===== src/uart_watch_pkg.sv =====
`default_nettype none

package uart_watch_pkg;

    localparam int BYTE_W     = 8;
    localparam int OVERSAMPLE = 16;
    localparam int REPORT_LEN = 11;

    // command bytes
    localparam logic [BYTE_W-1:0] CHAR_R = 8'h72;
    localparam logic [BYTE_W-1:0] CHAR_L = 8'h6c;
    localparam logic [BYTE_W-1:0] CHAR_U = 8'h75;
    localparam logic [BYTE_W-1:0] CHAR_D = 8'h64;
    localparam logic [BYTE_W-1:0] CHAR_S = 8'h73;

    // report characters
    localparam logic [BYTE_W-1:0] CHAR_ZERO  = 8'h30;
    localparam logic [BYTE_W-1:0] CHAR_COLON = 8'h3a;
    localparam logic [BYTE_W-1:0] CHAR_TICK  = 8'h27;

    typedef struct packed {
        logic btn_right;
        logic btn_left;
        logic btn_up;
        logic btn_down;
        logic send;
    } watch_cmd_t;

    typedef struct packed {
        logic [3:0] tens;
        logic [3:0] ones;
    } bcd2_t;

    // hour in the top byte, hundredths in the bottom byte
    typedef struct packed {
        bcd2_t hour;
        bcd2_t minute;
        bcd2_t second;
        bcd2_t centi;
    } watch_time_t;

endpackage

`default_nettype wire


===== src/baud_tick_gen.sv =====
`timescale 1ns/1ps
`default_nettype none

module baud_tick_gen #(
    parameter int CLK_HZ = 50_000_000,
    parameter int BAUD   = 312_500
) (
    input  logic clk,
    input  logic rst,
    output logic o_tick
);

    // clocks per oversampling tick
    localparam int DIV   = CLK_HZ / (BAUD * uart_watch_pkg::OVERSAMPLE);
    localparam int CNT_W = (DIV > 1) ? $clog2(DIV) : 1;
    localparam logic [CNT_W-1:0] CNT_LAST = CNT_W'(DIV - 1);

    logic [CNT_W-1:0] cnt;

    always_ff @(posedge clk or posedge rst) begin
        if (rst) begin
            cnt    <= '0;
            o_tick <= 1'b0;
        end else if (cnt == CNT_LAST) begin
            cnt    <= '0;
            o_tick <= 1'b1;
        end else begin
            cnt    <= cnt + 1'b1;
            o_tick <= 1'b0;
        end
    end

endmodule

`default_nettype wire


===== src/uart_receiver.sv =====
`timescale 1ns/1ps
`default_nettype none

module uart_receiver (
    input  logic                              clk,
    input  logic                              rst,
    input  logic                              i_tick,
    input  logic                              i_rx,
    output logic [uart_watch_pkg::BYTE_W-1:0] o_data,
    output logic                              o_done
);

    localparam logic [1:0] S_IDLE  = 2'd0;
    localparam logic [1:0] S_START = 2'd1;
    localparam logic [1:0] S_DATA  = 2'd2;
    localparam logic [1:0] S_STOP  = 2'd3;

    localparam int TICK_W = $clog2(uart_watch_pkg::OVERSAMPLE);
    localparam int BIT_W  = $clog2(uart_watch_pkg::BYTE_W);
    localparam logic [TICK_W-1:0] TICK_LAST = TICK_W'(uart_watch_pkg::OVERSAMPLE - 1);
    localparam logic [TICK_W-1:0] TICK_HALF = TICK_W'(uart_watch_pkg::OVERSAMPLE / 2 - 1);
    localparam logic [BIT_W-1:0]  BIT_LAST  = BIT_W'(uart_watch_pkg::BYTE_W - 1);

    logic [1:0]                        state;
    logic [TICK_W-1:0]                 tick_cnt;
    logic [BIT_W-1:0]                  bit_cnt;
    logic [uart_watch_pkg::BYTE_W-1:0] shift_reg;

    assign o_data = shift_reg;

    always_ff @(posedge clk or posedge rst) begin
        if (rst) begin
            state    <= S_IDLE;
            tick_cnt <= '0;
            bit_cnt  <= '0;
            o_done   <= 1'b0;
        end else begin
            o_done <= 1'b0;
            case (state)
                S_IDLE: begin
                    tick_cnt <= '0;
                    bit_cnt  <= '0;
                    // start edge seen on a tick
                    if (i_tick && !i_rx) begin
                        state <= S_START;
                    end
                end
                S_START: begin
                    // half a bit to reach mid-bit
                    if (i_tick) begin
                        if (tick_cnt == TICK_HALF) begin
                            tick_cnt <= '0;
                            state    <= S_DATA;
                        end else begin
                            tick_cnt <= tick_cnt + 1'b1;
                        end
                    end
                end
                S_DATA: begin
                    if (i_tick) begin
                        if (tick_cnt == TICK_LAST) begin
                            tick_cnt <= '0;
                            if (bit_cnt == BIT_LAST) begin
                                state <= S_STOP;
                            end else begin
                                bit_cnt <= bit_cnt + 1'b1;
                            end
                        end else begin
                            tick_cnt <= tick_cnt + 1'b1;
                        end
                    end
                end
                S_STOP: begin
                    if (i_tick) begin
                        if (tick_cnt == TICK_LAST) begin
                            state  <= S_IDLE;
                            o_done <= 1'b1;
                        end else begin
                            tick_cnt <= tick_cnt + 1'b1;
                        end
                    end
                end
            endcase
        end
    end

    // lsb first, shift in from the top
    always_ff @(posedge clk) begin
        if (state == S_DATA && i_tick && tick_cnt == TICK_LAST) begin
            shift_reg <= {i_rx, shift_reg[uart_watch_pkg::BYTE_W-1:1]};
        end
    end

endmodule

`default_nettype wire


===== src/uart_transmitter.sv =====
`timescale 1ns/1ps
`default_nettype none

module uart_transmitter (
    input  logic                              clk,
    input  logic                              rst,
    input  logic                              i_tick,
    input  logic                              i_start,
    input  logic [uart_watch_pkg::BYTE_W-1:0] i_data,
    output logic                              o_busy,
    output logic                              o_tx
);

    localparam logic [1:0] S_IDLE  = 2'd0;
    localparam logic [1:0] S_START = 2'd1;
    localparam logic [1:0] S_DATA  = 2'd2;
    localparam logic [1:0] S_STOP  = 2'd3;

    localparam int TICK_W = $clog2(uart_watch_pkg::OVERSAMPLE);
    localparam int BIT_W  = $clog2(uart_watch_pkg::BYTE_W);
    localparam logic [TICK_W-1:0] TICK_LAST = TICK_W'(uart_watch_pkg::OVERSAMPLE - 1);
    localparam logic [BIT_W-1:0]  BIT_LAST  = BIT_W'(uart_watch_pkg::BYTE_W - 1);

    logic [1:0]                        state;
    logic [TICK_W-1:0]                 tick_cnt;
    logic [BIT_W-1:0]                  bit_cnt;
    logic [uart_watch_pkg::BYTE_W-1:0] shift_reg;
    logic                              bit_end;

    assign bit_end = i_tick && (tick_cnt == TICK_LAST);

    always_ff @(posedge clk or posedge rst) begin
        if (rst) begin
            state    <= S_IDLE;
            tick_cnt <= '0;
            bit_cnt  <= '0;
            o_busy   <= 1'b0;
            o_tx     <= 1'b1;
        end else begin
            if (i_tick && state != S_IDLE) begin
                tick_cnt <= tick_cnt + 1'b1;
            end
            case (state)
                S_IDLE: begin
                    tick_cnt <= '0;
                    bit_cnt  <= '0;
                    o_tx     <= 1'b1;
                    if (i_start) begin
                        state  <= S_START;
                        o_busy <= 1'b1;
                        o_tx   <= 1'b0;
                    end
                end
                S_START: begin
                    if (bit_end) begin
                        state <= S_DATA;
                        o_tx  <= shift_reg[0];
                    end
                end
                S_DATA: begin
                    if (bit_end) begin
                        if (bit_cnt == BIT_LAST) begin
                            state <= S_STOP;
                            o_tx  <= 1'b1;
                        end else begin
                            bit_cnt <= bit_cnt + 1'b1;
                            o_tx    <= shift_reg[1];
                        end
                    end
                end
                S_STOP: begin
                    // busy drops at the end of the stop bit
                    if (bit_end) begin
                        state  <= S_IDLE;
                        o_busy <= 1'b0;
                    end
                end
            endcase
        end
    end

    always_ff @(posedge clk) begin
        if (state == S_IDLE && i_start) begin
            shift_reg <= i_data;
        end else if (state == S_DATA && bit_end) begin
            shift_reg <= shift_reg >> 1;
        end
    end

endmodule

`default_nettype wire


===== src/byte_fifo.sv =====
`timescale 1ns/1ps
`default_nettype none

module byte_fifo #(
    parameter int DEPTH = 4
) (
    input  logic                              clk,
    input  logic                              rst,
    input  logic                              i_push,
    input  logic [uart_watch_pkg::BYTE_W-1:0] i_data,
    input  logic                              i_pop,
    output logic [uart_watch_pkg::BYTE_W-1:0] o_data,
    output logic                              o_full,
    output logic                              o_empty
);

    localparam int PTR_W = (DEPTH > 1) ? $clog2(DEPTH) : 1;
    localparam int CNT_W = $clog2(DEPTH + 1);
    localparam logic [PTR_W-1:0] PTR_LAST = PTR_W'(DEPTH - 1);
    localparam logic [CNT_W-1:0] CNT_FULL = CNT_W'(DEPTH);

    logic [uart_watch_pkg::BYTE_W-1:0] mem [DEPTH];
    logic [PTR_W-1:0]                  wr_ptr;
    logic [PTR_W-1:0]                  rd_ptr;
    logic [CNT_W-1:0]                  count;
    logic                              wr_en;
    logic                              rd_en;

    assign o_full  = (count == CNT_FULL);
    assign o_empty = (count == '0);
    assign wr_en   = i_push && !o_full;
    assign rd_en   = i_pop && !o_empty;
    // head byte, valid whenever not empty
    assign o_data  = mem[rd_ptr];

    always_ff @(posedge clk) begin
        if (wr_en) begin
            mem[wr_ptr] <= i_data;
        end
    end

    always_ff @(posedge clk or posedge rst) begin
        if (rst) begin
            wr_ptr <= '0;
            rd_ptr <= '0;
            count  <= '0;
        end else begin
            if (wr_en) begin
                wr_ptr <= (wr_ptr == PTR_LAST) ? '0 : wr_ptr + 1'b1;
            end
            if (rd_en) begin
                rd_ptr <= (rd_ptr == PTR_LAST) ? '0 : rd_ptr + 1'b1;
            end
            case ({wr_en, rd_en})
                2'b10:   count <= count + 1'b1;
                2'b01:   count <= count - 1'b1;
                default: count <= count;
            endcase
        end
    end

endmodule

`default_nettype wire


===== src/command_decoder.sv =====
`timescale 1ns/1ps
`default_nettype none

module command_decoder (
    input  logic                              clk,
    input  logic                              rst,
    input  logic                              i_valid,
    input  logic [uart_watch_pkg::BYTE_W-1:0] i_data,
    output uart_watch_pkg::watch_cmd_t        o_cmd
);

    // one strobe per valid command byte, cleared the next cycle
    always_ff @(posedge clk or posedge rst) begin
        if (rst) begin
            o_cmd <= '0;
        end else begin
            o_cmd <= '0;
            if (i_valid) begin
                case (i_data)
                    uart_watch_pkg::CHAR_R: o_cmd.btn_right <= 1'b1;
                    uart_watch_pkg::CHAR_L: o_cmd.btn_left  <= 1'b1;
                    uart_watch_pkg::CHAR_U: o_cmd.btn_up    <= 1'b1;
                    uart_watch_pkg::CHAR_D: o_cmd.btn_down  <= 1'b1;
                    uart_watch_pkg::CHAR_S: o_cmd.send      <= 1'b1;
                    default:                o_cmd           <= '0;
                endcase
            end
        end
    end

endmodule

`default_nettype wire


===== src/time_reporter.sv =====
`timescale 1ns/1ps
`default_nettype none

module time_reporter (
    input  logic                              clk,
    input  logic                              rst,
    input  logic                              i_send,
    input  uart_watch_pkg::watch_time_t       i_time,
    input  logic                              i_fifo_full,
    output logic                              o_push,
    output logic [uart_watch_pkg::BYTE_W-1:0] o_push_data
);

    localparam logic [1:0] S_IDLE    = 2'd0;
    localparam logic [1:0] S_CAPTURE = 2'd1;
    localparam logic [1:0] S_SENDING = 2'd2;

    localparam int IDX_W = $clog2(uart_watch_pkg::REPORT_LEN);
    localparam logic [IDX_W-1:0] IDX_LAST = IDX_W'(uart_watch_pkg::REPORT_LEN - 1);

    logic [1:0]                        state;
    logic [IDX_W-1:0]                  idx;
    logic [uart_watch_pkg::BYTE_W-1:0] char_buf [uart_watch_pkg::REPORT_LEN];

    function automatic logic [uart_watch_pkg::BYTE_W-1:0] to_ascii(input logic [3:0] digit);
        return uart_watch_pkg::CHAR_ZERO + {4'b0000, digit};
    endfunction

    assign o_push      = (state == S_SENDING) && !i_fifo_full;
    assign o_push_data = char_buf[idx];

    always_ff @(posedge clk or posedge rst) begin
        if (rst) begin
            state <= S_IDLE;
            idx   <= '0;
        end else begin
            case (state)
                S_IDLE: begin
                    idx <= '0;
                    if (i_send) begin
                        state <= S_CAPTURE;
                    end
                end
                S_CAPTURE: begin
                    state <= S_SENDING;
                end
                S_SENDING: begin
                    // stall while the tx fifo is full
                    if (!i_fifo_full) begin
                        if (idx == IDX_LAST) begin
                            state <= S_IDLE;
                        end else begin
                            idx <= idx + 1'b1;
                        end
                    end
                end
                default: begin
                    state <= S_IDLE;
                end
            endcase
        end
    end

    // HH:MM:SS'CC
    always_ff @(posedge clk) begin
        if (state == S_CAPTURE) begin
            char_buf[0]  <= to_ascii(i_time.hour.tens);
            char_buf[1]  <= to_ascii(i_time.hour.ones);
            char_buf[2]  <= uart_watch_pkg::CHAR_COLON;
            char_buf[3]  <= to_ascii(i_time.minute.tens);
            char_buf[4]  <= to_ascii(i_time.minute.ones);
            char_buf[5]  <= uart_watch_pkg::CHAR_COLON;
            char_buf[6]  <= to_ascii(i_time.second.tens);
            char_buf[7]  <= to_ascii(i_time.second.ones);
            char_buf[8]  <= uart_watch_pkg::CHAR_TICK;
            char_buf[9]  <= to_ascii(i_time.centi.tens);
            char_buf[10] <= to_ascii(i_time.centi.ones);
        end
    end

endmodule

`default_nettype wire


===== src/uart_watch_link.sv =====
`timescale 1ns/1ps
`default_nettype none

module uart_watch_link #(
    parameter int CLK_HZ   = 50_000_000,
    parameter int BAUD     = 312_500,
    parameter int RX_DEPTH = 4,
    parameter int TX_DEPTH = 16
) (
    input  logic                        clk,
    input  logic                        rst,
    input  logic                        i_uart_rx,
    input  uart_watch_pkg::watch_time_t i_time,
    output logic                        o_uart_tx,
    output uart_watch_pkg::watch_cmd_t  o_cmd
);

    logic                              tick;
    // receive path
    logic [uart_watch_pkg::BYTE_W-1:0] rx_data;
    logic                              rx_done;
    logic [uart_watch_pkg::BYTE_W-1:0] rx_fifo_data;
    logic                              rx_fifo_empty;
    logic                              rx_valid;
    // transmit path
    logic                              push;
    logic [uart_watch_pkg::BYTE_W-1:0] push_data;
    logic [uart_watch_pkg::BYTE_W-1:0] tx_fifo_data;
    logic                              tx_fifo_full;
    logic                              tx_fifo_empty;
    logic                              tx_start;
    logic                              tx_busy;
    logic                              tx_pop;

    // byte consumed in the cycle it is presented
    assign rx_valid = !rx_fifo_empty;
    assign tx_start = !tx_fifo_empty;
    assign tx_pop   = tx_start && !tx_busy;

    baud_tick_gen #(.CLK_HZ(CLK_HZ), .BAUD(BAUD)) baud_tick_gen_inst (
        .clk    (clk),
        .rst    (rst),
        .o_tick (tick)
    );

    uart_receiver uart_receiver_inst (
        .clk    (clk),
        .rst    (rst),
        .i_tick (tick),
        .i_rx   (i_uart_rx),
        .o_data (rx_data),
        .o_done (rx_done)
    );

    byte_fifo #(.DEPTH(RX_DEPTH)) rx_fifo_inst (
        .clk     (clk),
        .rst     (rst),
        .i_push  (rx_done),
        .i_data  (rx_data),
        .i_pop   (rx_valid),
        .o_data  (rx_fifo_data),
        .o_full  (),
        .o_empty (rx_fifo_empty)
    );

    command_decoder command_decoder_inst (
        .clk     (clk),
        .rst     (rst),
        .i_valid (rx_valid),
        .i_data  (rx_fifo_data),
        .o_cmd   (o_cmd)
    );

    time_reporter time_reporter_inst (
        .clk         (clk),
        .rst         (rst),
        .i_send      (o_cmd.send),
        .i_time      (i_time),
        .i_fifo_full (tx_fifo_full),
        .o_push      (push),
        .o_push_data (push_data)
    );

    byte_fifo #(.DEPTH(TX_DEPTH)) tx_fifo_inst (
        .clk     (clk),
        .rst     (rst),
        .i_push  (push),
        .i_data  (push_data),
        .i_pop   (tx_pop),
        .o_data  (tx_fifo_data),
        .o_full  (tx_fifo_full),
        .o_empty (tx_fifo_empty)
    );

    uart_transmitter uart_transmitter_inst (
        .clk     (clk),
        .rst     (rst),
        .i_tick  (tick),
        .i_start (tx_start),
        .i_data  (tx_fifo_data),
        .o_busy  (tx_busy),
        .o_tx    (o_uart_tx)
    );

endmodule

`default_nettype wire


===== config.mk =====
export PLATFORM = sky130hd
export DESIGN_NAME = uart_watch_link
export DESIGN_NICKNAME = d
export VERILOG_FILES = /design/src/uart_watch_pkg.sv /design/src/baud_tick_gen.sv /design/src/uart_receiver.sv /design/src/uart_transmitter.sv /design/src/byte_fifo.sv /design/src/command_decoder.sv /design/src/time_reporter.sv /design/src/uart_watch_link.sv
export SDC_FILE = /design/constraint.sdc
export NUM_CORES = 1
export LEC_CHECK = 0
export BUFFER_PORTS_ARGS = -buffer_cell sky130_fd_sc_hd__buf_2
export CAP_MARGIN = 0
export CORE_MARGIN = 2
export CORE_UTILIZATION = 25
export DETAILED_ROUTE_END_ITERATION = 8
export SETUP_SLACK_MARGIN = 0.5
export SLEW_MARGIN = 20
export SYNTH_ARGS = -nofsm -noshare
export SYNTH_HDL_FRONTEND = slang
export SYNTH_SLANG_ARGS = --single-unit

===== constraint.sdc =====
create_clock -name clk -period 5.5 [get_ports clk]
set_clock_uncertainty 0.1 [all_clocks]
set_input_delay 1.65 -clock clk [delete_from_list [all_inputs] [get_ports clk]]
set_output_delay 1.65 -clock clk [all_outputs]
set_load 0.02 [all_outputs]

==> metrics.cfg, run 1 <==
[place]
place_hpwl_um = 10760
numPortBuffers = 40
place_area_mm2 = 0.01003
dpl_worst_slack_ns = 2.279
routabilityCongestion = 0.7453

[yosys]
yosysMostFrequentCell = edfxtp_1
netlist_top_cells_count = edfxtp_1, dfrtp_1, nand2_1, nor2_1, ha_1
async_reset_ff_share_pct = 26.51
synthTopCellsByArea = edfxtp_1, dfrtp_1, mux4_2
synth_enable_flop_cells = 158
synth_top_area_share_pct = 50.76
synth_largest_area_cell = edfxtp_1
synthDistinctLibCells = 62
synth_ff_type = edfxtp_1
synthCells = 635
yosysSeqAreaShare_pct = 66.03
yosysWarnings = 0
ys_ff_latch = 215
syn_area_mm2 = 0.009348
avgSynthCellArea_um2 = 14.72
syn_nets = 704

[critical_path]
cp_data_required_time_ns = 5.79
crit_start = tx_fifo_inst.count[2]
worstSetupStartpointType = register
path_delay_family = compound AO/OA/AOI/OAI gates
endpoint_kind = register
cp_slowest_stage_delay_ns = 0.62
reg2reg_slack_ns = 2.19
worst_r2r_startpoint = tx_fifo_inst.count[2]
crit_top_cell = ha_1
cp.buffers_inverters = 1
slowest_stage = a21oi_1
cp_max_fo = 11
critPathKind = register to register
arrival_ns = 3.60
crit_chain = nor4_4 > a21oi_1 > inv_1 > ha_1 > xor2_1 > ha_1 > o211a_1 > o21ai_0 > o41ai_1 > nor4b_1

[drt]
dr.first_iter.drc_count = 297
dr.pass1.iters = 4
ant_nets = 0
avgRoutedWirePerCell_um = 14.14
wl_um = 16390
route.vias.total = 5084
viasPerCell = 4.387
drc_errors = 0

[die]
die_area_mm2 = 0.03895
die-width_um = 197.4
initial_core_util_pct = 25.47
die_h_um = 197.4
core.rowCount = 70
io_pins = 41
coreArea_mm2 = 0.03670

[power_and_ir_drop]
ir_drop_mv = 0.2199
total_power_w = 0.003222
p_per_area_mw_per_mm2 = 299.5
leakage_nw = 3.876

[run]
maxCapViolations = 0

[cells_and_area]
largest_register_ff_count = 80
reg_top3 = tx_fifo_inst.mem: 80 flops, rx_fifo_inst.mem: 32 flops, time_reporter_inst.char_buf: 32 flops
diodes = 0
regMostFlops = tx_fifo_inst.mem
final_layout_size_suffix_gt1_share_pct = 19.39
fin_nets = 743
post-route-util_pct = 29.32
syn2layout_area_growth_pct = 15.11
fin_area_mm2 = 0.01076

[sta]
maxSlewHeadroom_pct = 33.00
period_share_pct = 60.27
layout_setup_ws_ns = 2.185
setup_viol = 0
period_needed_ns = 3.315
drv_slew = 0
worst_slew_pin_slew_ns = 1.005
fmax_ghz = 0.3017
hold_viol = 0
tns_ns = 0
rsz0062_at_grt = false

[clock_tree]
numClockSinks = 215
path_clk_slew_ns = 0.06
hold_buffers = 0
cts_buffers = 23
cts_resized = 0
clk_path_buf_depth = 3
cts_tree = yes
clock_latency_ns = 0.50
cts_setup_buffers = 0
htreeDepth = 1
cts_root_buffer = clkbuf_16

[status]
status = finished, final reports clean

[global_routing]
grt_remaining_overflow = 0
antenna_found_initial = 0
grt_pass1_wl_um = 27240
first_global_vias = 5208
grtUsageTotal_pct = 8.699
grt_max_degree = 58

[worst_hold_path]
hp-class = register to register
hp-start = baud_tick_gen_inst.cnt[1]

[logic make-up after synthesis]
kind of cell	share of synthesized area [%]
AO/OA/AOI/OAI	7.549
XOR/XNOR	1.405
adder cells (fa/ha/maj)	4.631
buffers and inverters	2.744
flip-flops	66.03
multiplexers	9.129
AND/OR/NAND/NOR	8.513
[metrics by stage]
step / std cells / hold WS (ns)
4_1_cts: 1159 / 0.3881
2_1_floorplan: 635 / 0.3520
3_3_place_gp: 1117 / 0.3780
5_1_grt: 1159 / 0.4230
3_5_place_dp: 1117 / 0.3824
6_report: 1159 / 0.3793
[area by class of cell]
type	instances	area (um2)
fillers	3637	25940
flip-flops and latches	215	6172
multi-input cells	361	2929
well taps	468	585.6
clock buffers	25	583.1
repair buffers	46	245.2
clock inverters	17	143.9
inverters	27	101.3
[cells in the final DEF (no fill, tap or decap), drive strengths merged, types with 3 or more instances in the layout]
cell type / instances
xnor2: 8
a211oi: 9
nand2b: 8
nor2b: 12
o22ai: 8
clkinv: 11
nor3: 20
a22o: 6
ha: 33
o211ai: 5
nand3: 9
mux2i: 11
mux2: 16
a21oi: 23
o31ai: 3
o21ai: 28
nand2: 37
clkbuf: 25
nand4b: 3
buf: 46
xor2: 7
a21o: 4
edfxtp: 158
dfrtp: 56
nor2: 35
nand4: 4
and2: 8
nor3b: 3
mux4: 25
inv: 28
clkinvlp: 3
[path summary, 6_finish.rpt]
| check | to | cells after the start |
|---|---|---|
| setup reg to reg | tx_fifo_inst.count[4] | 10 |
| hold reg to reg | baud_tick_gen_inst.o_tick | 1 |
| max in group asynchronous | baud_tick_gen_inst.cnt[3] | 3 |
| setup / recovery | tx_fifo_inst.count[4] | 10 |
| min in group asynchronous | command_decoder_inst.o_cmd[4] | 3 |
| hold / removal | baud_tick_gen_inst.o_tick | 1 |
[report_power, final]
part,leakage [nW],total (W),switching [W],internal [W]
Combinational,1.31,0.0000209,0.0000119,0.00000893
Sequential,2.22,0.00173,0,0.00173
Clock,0.351,0.00147,0.000612,0.000862
Total,3.88,0.00322,0.000624,0.00260
[per-layer routing]
layer | vias up | GRT usage [%] | routed length (um)
li1 | 2490 | - | -
met1 | 2475 | 11.61 | 7530
met2 | 98 | 14.37 | 7830
met3 | 21 | 1.724 | 754
met4 | 0 | 2.478 | 278
met5 | - | 0 | 0
Note: power is estimated with default switching activity, not from simulation.
==> run 2: changes to the inputs <==
==> constraint.sdc (replaced) <==
create_clock -name clk -period 3.2 [get_ports clk]
set_clock_uncertainty 0.1 [all_clocks]
set_input_delay 0.96 -clock clk [delete_from_list [all_inputs] [get_ports clk]]
set_output_delay 0.96 -clock clk [all_outputs]
set_load 0.02 [all_outputs]
==> run 2 against run 1 <==
Net effect:
- first-iteration DRC count fell by 16%
- worst hold slack lost 0.061 ns
- via count rose by 0.22%
- die area stayed put
- cell area increased by 0.84%
- critical path type unchanged
==> metrics.cfg, run 2 (synthesis results as in run 1) <==
[status]
status = finished, final reports clean

[global_routing]
antenna_found_initial = 0  ; unchanged
grt_pass1_wl_um = 26700  ; -2.0%
grt_remaining_overflow = 0  ; unchanged
grtUsageTotal_pct = 8.409  ; -0.29 points
first_global_vias = 5052  ; -3.0%
grt_max_degree = 46  ; -21%

[sta]
worst_slew_pin_slew_ns = 0.9497  ; -0.05528 ns
period_share_pct = 79.86  ; +20 points
hold_viol = 0  ; unchanged
drv_slew = 0  ; unchanged
rsz0062_at_grt = false
fmax_ghz = 0.3913  ; +30%
maxSlewHeadroom_pct = 36.69  ; +3.7 points
tns_ns = 0  ; unchanged
layout_setup_ws_ns = 0.6444  ; -1.541 ns
period_needed_ns = 2.556  ; -0.7591 ns
setup_viol = 0  ; unchanged

[place]
dp.cells = 1124  ; +0.63%
place_hpwl_um = 10850  ; +0.80%
numPortBuffers = 40  ; unchanged
place_area_mm2 = 0.01009  ; +0.65%
dpl_worst_slack_ns = 0.2306  ; -2.048 ns
routabilityCongestion = 0.7449  ; about the same

[run]
maxCapViolations = 0  ; unchanged

[drt]
route.vias.total = 5095  ; +0.22%
ant_nets = 0  ; unchanged
dr.pass1.iters = 5  ; +1
drc_errors = 0  ; unchanged
viasPerCell = 4.347  ; -0.90%
dr.first_iter.drc_count = 249  ; -16%
avgRoutedWirePerCell_um = 13.86  ; -2.0%
wl_um = 16240  ; -0.93%

[cells_and_area]
instances_no_fill = 1172  ; +1.1%
diodes = 0  ; unchanged
largest_register_ff_count = 80  ; unchanged
fin_area_mm2 = 0.01085  ; +0.84%
fin_nets = 758  ; +2.0%
regMostFlops = tx_fifo_inst.mem
syn2layout_area_growth_pct = 16.08
mostFrequentLayoutCells = edfxtp_1, dfrtp_1, buf_2
final_layout_size_suffix_gt1_share_pct = 21.59  ; +2.2 points
reg_top3 = tx_fifo_inst.mem: 80 flops, rx_fifo_inst.mem: 32 flops, time_reporter_inst.char_buf: 32 flops
layout_commonest_cell = edfxtp_1

[die]
die-width_um = 197.4  ; unchanged
die_area_mm2 = 0.03895  ; unchanged
die_h_um = 197.4  ; unchanged
core.rowCount = 70  ; unchanged
coreArea_mm2 = 0.03670  ; unchanged
io_pins = 41  ; unchanged
initial_core_util_pct = 25.47  ; unchanged

[clock_tree]
cts_root_buffer = clkbuf_16
path_clk_slew_ns = 0.06  ; about the same
hold_buffers = 0  ; unchanged
clk_path_buf_depth = 3  ; unchanged
cts_buffers = 21  ; -8.7%
cts_tree = yes
clock_latency_ns = 0.49  ; about the same
numClockSinks = 215  ; unchanged
htreeDepth = 1  ; unchanged

[critical_path]
endpoint_kind = register
cp_max_fo = 7  ; -4
worstSetupStartpointType = register
critPathKind = register to register
cp_data_required_time_ns = 3.49  ; -2.30 ns
arrival_ns = 2.84  ; -0.76 ns

[power_and_ir_drop]
ir_drop_mv = 0.4269  ; +94%
p_per_area_mw_per_mm2 = 491.6  ; +64%
leakage_nw = 3.934  ; +1.5%
total_power_w = 0.005334  ; +66%

[worst_hold_path]
hp-class = input pin to asynchronous set/reset pin

-- run 2: cell count changes in the layout (fill, tap and decap cells not counted), moves of 2 or more --
cell / change
clkinv_1: -2
clkbuf_16: -2
inv_6: +2
clkinv_2: -2
dfrtp_2: +3
dfrtp_1: -3
clkinv_4: +2
clkinvlp_4: -2
buf_4: +16
-- run 2: final cells by class --
class | count | area, um2
clock buffer | 24 | 536.8
clock inverter | 14 | 116.4
fill | 3578 | 25850
inverter | 27 | 101.3
multi-input combinational | 361 | 2949
sequential | 215 | 6176
tap | 468 | 585.6
timing repair buffer | 63 | 385.4
-- run 2: through the flow --
| step | util [%] | hold WS [ns] |
|---|---|---|
| 4_1_cts | 29.31 | 0.3197 |
| 6_report | 29.57 | 0.3182 |
| 3_5_place_dp | 27.50 | 0.3853 |
| 5_1_grt | 29.57 | 0.3375 |
| 2_1_floorplan | - | 0.3520 |
| 3_3_place_gp | 27.50 | 0.3795 |
-- run 2: final timing paths --
check	from	end	slack, ns	depth (start not counted)
worst max-delay path	tx_fifo_inst.count[1]	tx_fifo_inst.count[4]	0.64	9
worst min-delay path	rst	command_decoder_inst.o_cmd[1]	0.32	2
worst max register to register	tx_fifo_inst.count[1]	tx_fifo_inst.count[4]	0.64	9
worst min register to register	uart_receiver_inst.o_data[0]	rx_fifo_inst.mem[3][0]	0.40	0
max in group asynchronous	rst	uart_transmitter_inst.o_tx	2.10	3
min in group clk	uart_receiver_inst.o_data[0]	rx_fifo_inst.mem[3][0]	0.40	0
-- run 2: metal layers --
metal | global-route usage, % | share of wire (%) | wire, um
met1 | 11.50 | 48 | 7798
met2 | 14.08 | 47 | 7651
met3 | 1.093 | 3.4 | 552
met4 | 2.228 | 1.5 | 240
met5 | 0 | 0 | 0
-- run 2: repair_timing --
item                                    in CTS  in global routing
pin swaps                                    1                  3
buffers inserted                             1                  9
hold endpoints to repair                     0                  0
endpoints found under the setup margin       2                  1
gates cloned                                 0                  0
resized for setup                            2                  7
-- run 2: critical path, cell delays in order (launching register included) --
cell	delay (ns)
dfrtp_2	0.44
nor4_4	0.43
a21oi_4	0.16
ha_4	0.22
xor2_1	0.15
ha_1	0.21
nor2b_1	0.14
o21ai_0	0.20
a21oi_1	0.10
nor4b_1	0.30
-- run 2: power by group --
| group | internal (W) | switching (W) | leakage, nW |
|---|---|---|---|
| logic | 0.0000171 | 0.0000213 | 1.40 |
| registers | 0.00297 | 0 | 2.22 |
| clock network | 0.00131 | 0.00102 | 0.319 |
| total | 0.00429 | 0.00104 | 3.93 |
==> run 3: changes to the inputs <==
==> constraint.sdc (replaced) <==
create_clock -name clk -period 2.3 [get_ports clk]
set_clock_uncertainty 0.1 [all_clocks]
set_input_delay 0.69 -clock clk [delete_from_list [all_inputs] [get_ports clk]]
set_output_delay 0.69 -clock clk [all_outputs]
set_load 0.02 [all_outputs]
==> run 3 against run 2 <==
Net effect:
- the flow now finishes with violations (negative setup slack)
- worst setup slack lost 0.71 ns
- final cell count grew 5.1%
- critical endpoint unchanged
- sequential cell count is the same
- critical path type unchanged
- maximum frequency grew 7.8%
==> metrics.cfg, run 3 (synthesis results as in run 1) <==
[die]
die_area_mm2 = 0.03895  ; unchanged
io_pins = 41  ; unchanged
initial_core_util_pct = 25.47  ; unchanged
core.rowCount = 70  ; unchanged
die_h_um = 197.4  ; unchanged
die-width_um = 197.4  ; unchanged
coreArea_mm2 = 0.03670  ; unchanged

[drt]
ant_nets = 0  ; unchanged
dr.first_iter.drc_count = 291  ; +17%
route.vias.total = 5413  ; +6.2%
drc_errors = 0  ; unchanged
avgRoutedWirePerCell_um = 14.86  ; +7.2%
wl_um = 18300  ; +13%
top_layer = met4
viasPerCell = 4.394  ; +1.1%
route.met3.wl_um = 623  ; +13%
met1_length_um = 8381  ; +7.5%
met2_length_um = 8912  ; +16%
dr.pass1.iters = 4  ; -1

[power_and_ir_drop]
ir_drop_mv = 0.5948  ; +39%
total_power_w = 0.007777  ; +46%
leakage_nw = 4.430  ; +13%
p_per_area_mw_per_mm2 = 639.7  ; +30%

[clock_tree]
cts_buffers = 22  ; +4.8%
htreeDepth = 1  ; unchanged
hold_buffers = 0  ; unchanged
cts_tree = yes
numClockSinks = 215  ; unchanged
path_clk_slew_ns = 0.07  ; about the same
cts_root_buffer = clkbuf_16
clk_path_buf_depth = 3  ; unchanged
clock_latency_ns = 0.50  ; about the same

[worst_hold_path]
hp-class = input pin to asynchronous set/reset pin

[cells_and_area]
fillCellCount = 3475  ; -2.9%
fin_area_mm2 = 0.01216  ; +12%
largest_register_ff_count = 80  ; unchanged
syn2layout_area_growth_pct = 30.06
mostFrequentLayoutCells = edfxtp_1, buf_4, dfrtp_1
diodes = 0  ; unchanged
reg_top3 = tx_fifo_inst.mem: 80 flops, rx_fifo_inst.mem: 32 flops, time_reporter_inst.char_buf: 32 flops
layout_commonest_cell = edfxtp_1
post-route-util_pct = 33.13  ; +3.6 points
instances_no_fill = 1232  ; +5.1%
fin_nets = 819  ; +8.0%
regMostFlops = tx_fifo_inst.mem
final_layout_size_suffix_gt1_share_pct = 38.87  ; +17 points

[sta]
setup_viol = 1  ; +1
period_needed_ns = 2.370  ; -0.1857 ns
tns_ns = -0.06994  ; -0.06994 ns
period_share_pct = 103.0  ; +23 points
layout_setup_ws_ns = -0.06994  ; -0.7143 ns
worst_slew_pin_slew_ns = 0.7401  ; -0.2096 ns
rsz0062_at_grt = true
drv_slew = 0  ; unchanged
hold_viol = 0  ; unchanged
maxSlewHeadroom_pct = 50.66  ; +14 points
fmax_ghz = 0.4220  ; +7.8%

[critical_path]
slowest_stage = dfrtp_1
crit_chain = nor4_4 > buf_6 > a21oi_4 > ha_4 > xor2_1 > ha_2 > o211a_1 > o21ai_1 > o41ai_1 > nor4b_1
cp_data_required_time_ns = 2.59  ; -0.90 ns
cp_slowest_stage_delay_ns = 0.42  ; -0.02 ns
worstSetupStartpointType = register
arrival_ns = 2.66  ; -0.18 ns
cp_max_fo = 4  ; -3
critPathKind = register to register
path_delay_family = simple AND/OR/NAND/NOR gates
cp.buffers_inverters = 1  ; +1
endpoint_kind = register

[global_routing]
grt_pass1_wl_um = 28900  ; +8.2%
antenna_found_initial = 0  ; unchanged
grtUsageTotal_pct = 9.168  ; +0.76 points
grt_remaining_overflow = 0  ; unchanged
grt_max_degree = 23  ; -50%
first_global_vias = 5433  ; +7.5%

[status]
violations = negative setup slack
status = complete, but fails checks

[place]
numPortBuffers = 40  ; unchanged
place_hpwl_um = 11320  ; +4.4%
place_area_mm2 = 0.01040  ; +3.1%
routabilityCongestion = 0.7455  ; about the same
dp.cells = 1144  ; +1.8%

[run]
maxCapViolations = 0  ; unchanged

## run 3: cell types whose count changed in the layout (fill, tap and decap cells not counted), sizes merged
cell	before	now
clkinv	9	2
clkinvlp	1	6
bufinv	1	2
inv	30	29
clkbuf	24	28
buf	63	121
## run 3: worst register-to-register path, stage by stage, from the launching register on
cell,delay [ns]
dfrtp_1,0.42
nor4_4,0.29
buf_6,0.16
a21oi_4,0.07
ha_4,0.18
xor2_1,0.14
ha_2,0.18
o211a_1,0.23
o21ai_1,0.13
o41ai_1,0.09
nor4b_1,0.26
## run 3: final timing paths
check                                             startpoint                                 to  slack [ns]  cells past startpoint
worst max-delay path                   tx_fifo_inst.count[3]              tx_fifo_inst.count[4]       -0.07                     10
worst min-delay path                                     rst        uart_receiver_inst.state[1]        0.11                      2
worst max register to register         tx_fifo_inst.count[3]              tx_fifo_inst.count[4]       -0.07                     10
worst min register to register  uart_receiver_inst.o_data[0]             rx_fifo_inst.mem[2][0]        0.40                      0
max in group asynchronous                                rst             tx_fifo_inst.wr_ptr[2]        1.36                      3
min in group clk                                  i_time[19]  time_reporter_inst.char_buf[4][3]        0.26                      1
## run 3: power by group
part | total [W] | internal, W | leakage, nW | switching [W]
Sequential | 0.00413 | 0.00413 | 2.20 | 0
Combinational | 0.0000556 | 0.0000249 | 1.89 | 0.0000307
Clock | 0.00359 | 0.00208 | 0.338 | 0.00151
Total | 0.00778 | 0.00623 | 4.43 | 0.00154
## run 3: cell type report
type	instances	area, um2	area share, %
clock buffers	26	586.8	4.827
clock inverters	12	141.4	1.163
inverters	27	105.1	0.8645
multi-input cells	361	3491	28.71
flip-flops and latches	215	6188	50.90
well taps	468	585.6	4.816
repair buffers	123	1060	8.717
## run 3: through the flow
step | hold slack (ns) | worst slack (ns)
4_1_cts | 0.1054 | -0.06916
5_1_grt | 0.1423 | -0.1677
3_5_place_dp | 0.3837 | -0.1215
6_report | 0.1115 | -0.06994
2_1_floorplan | 0.3520 | -0.2332
3_3_place_gp | 0.3794 | 0.01605
## run 3: timing repair
item,CTS,global route
gates resized for setup,89,65
buffers inserted,19,27
pin swaps,21,15
endpoints found under the setup margin,240,197
gates cloned,3,1
## run 3: routing by layer
| layer | track usage, % | vias to the layer above |
|---|---|---|
| met4 | 2.785 | 0 |
| li1 | - | 2623 |
| met1 | 12.41 | 2666 |
| met3 | 1.195 | 30 |
| met5 | 0 | - |
| met2 | 15.34 | 94 |
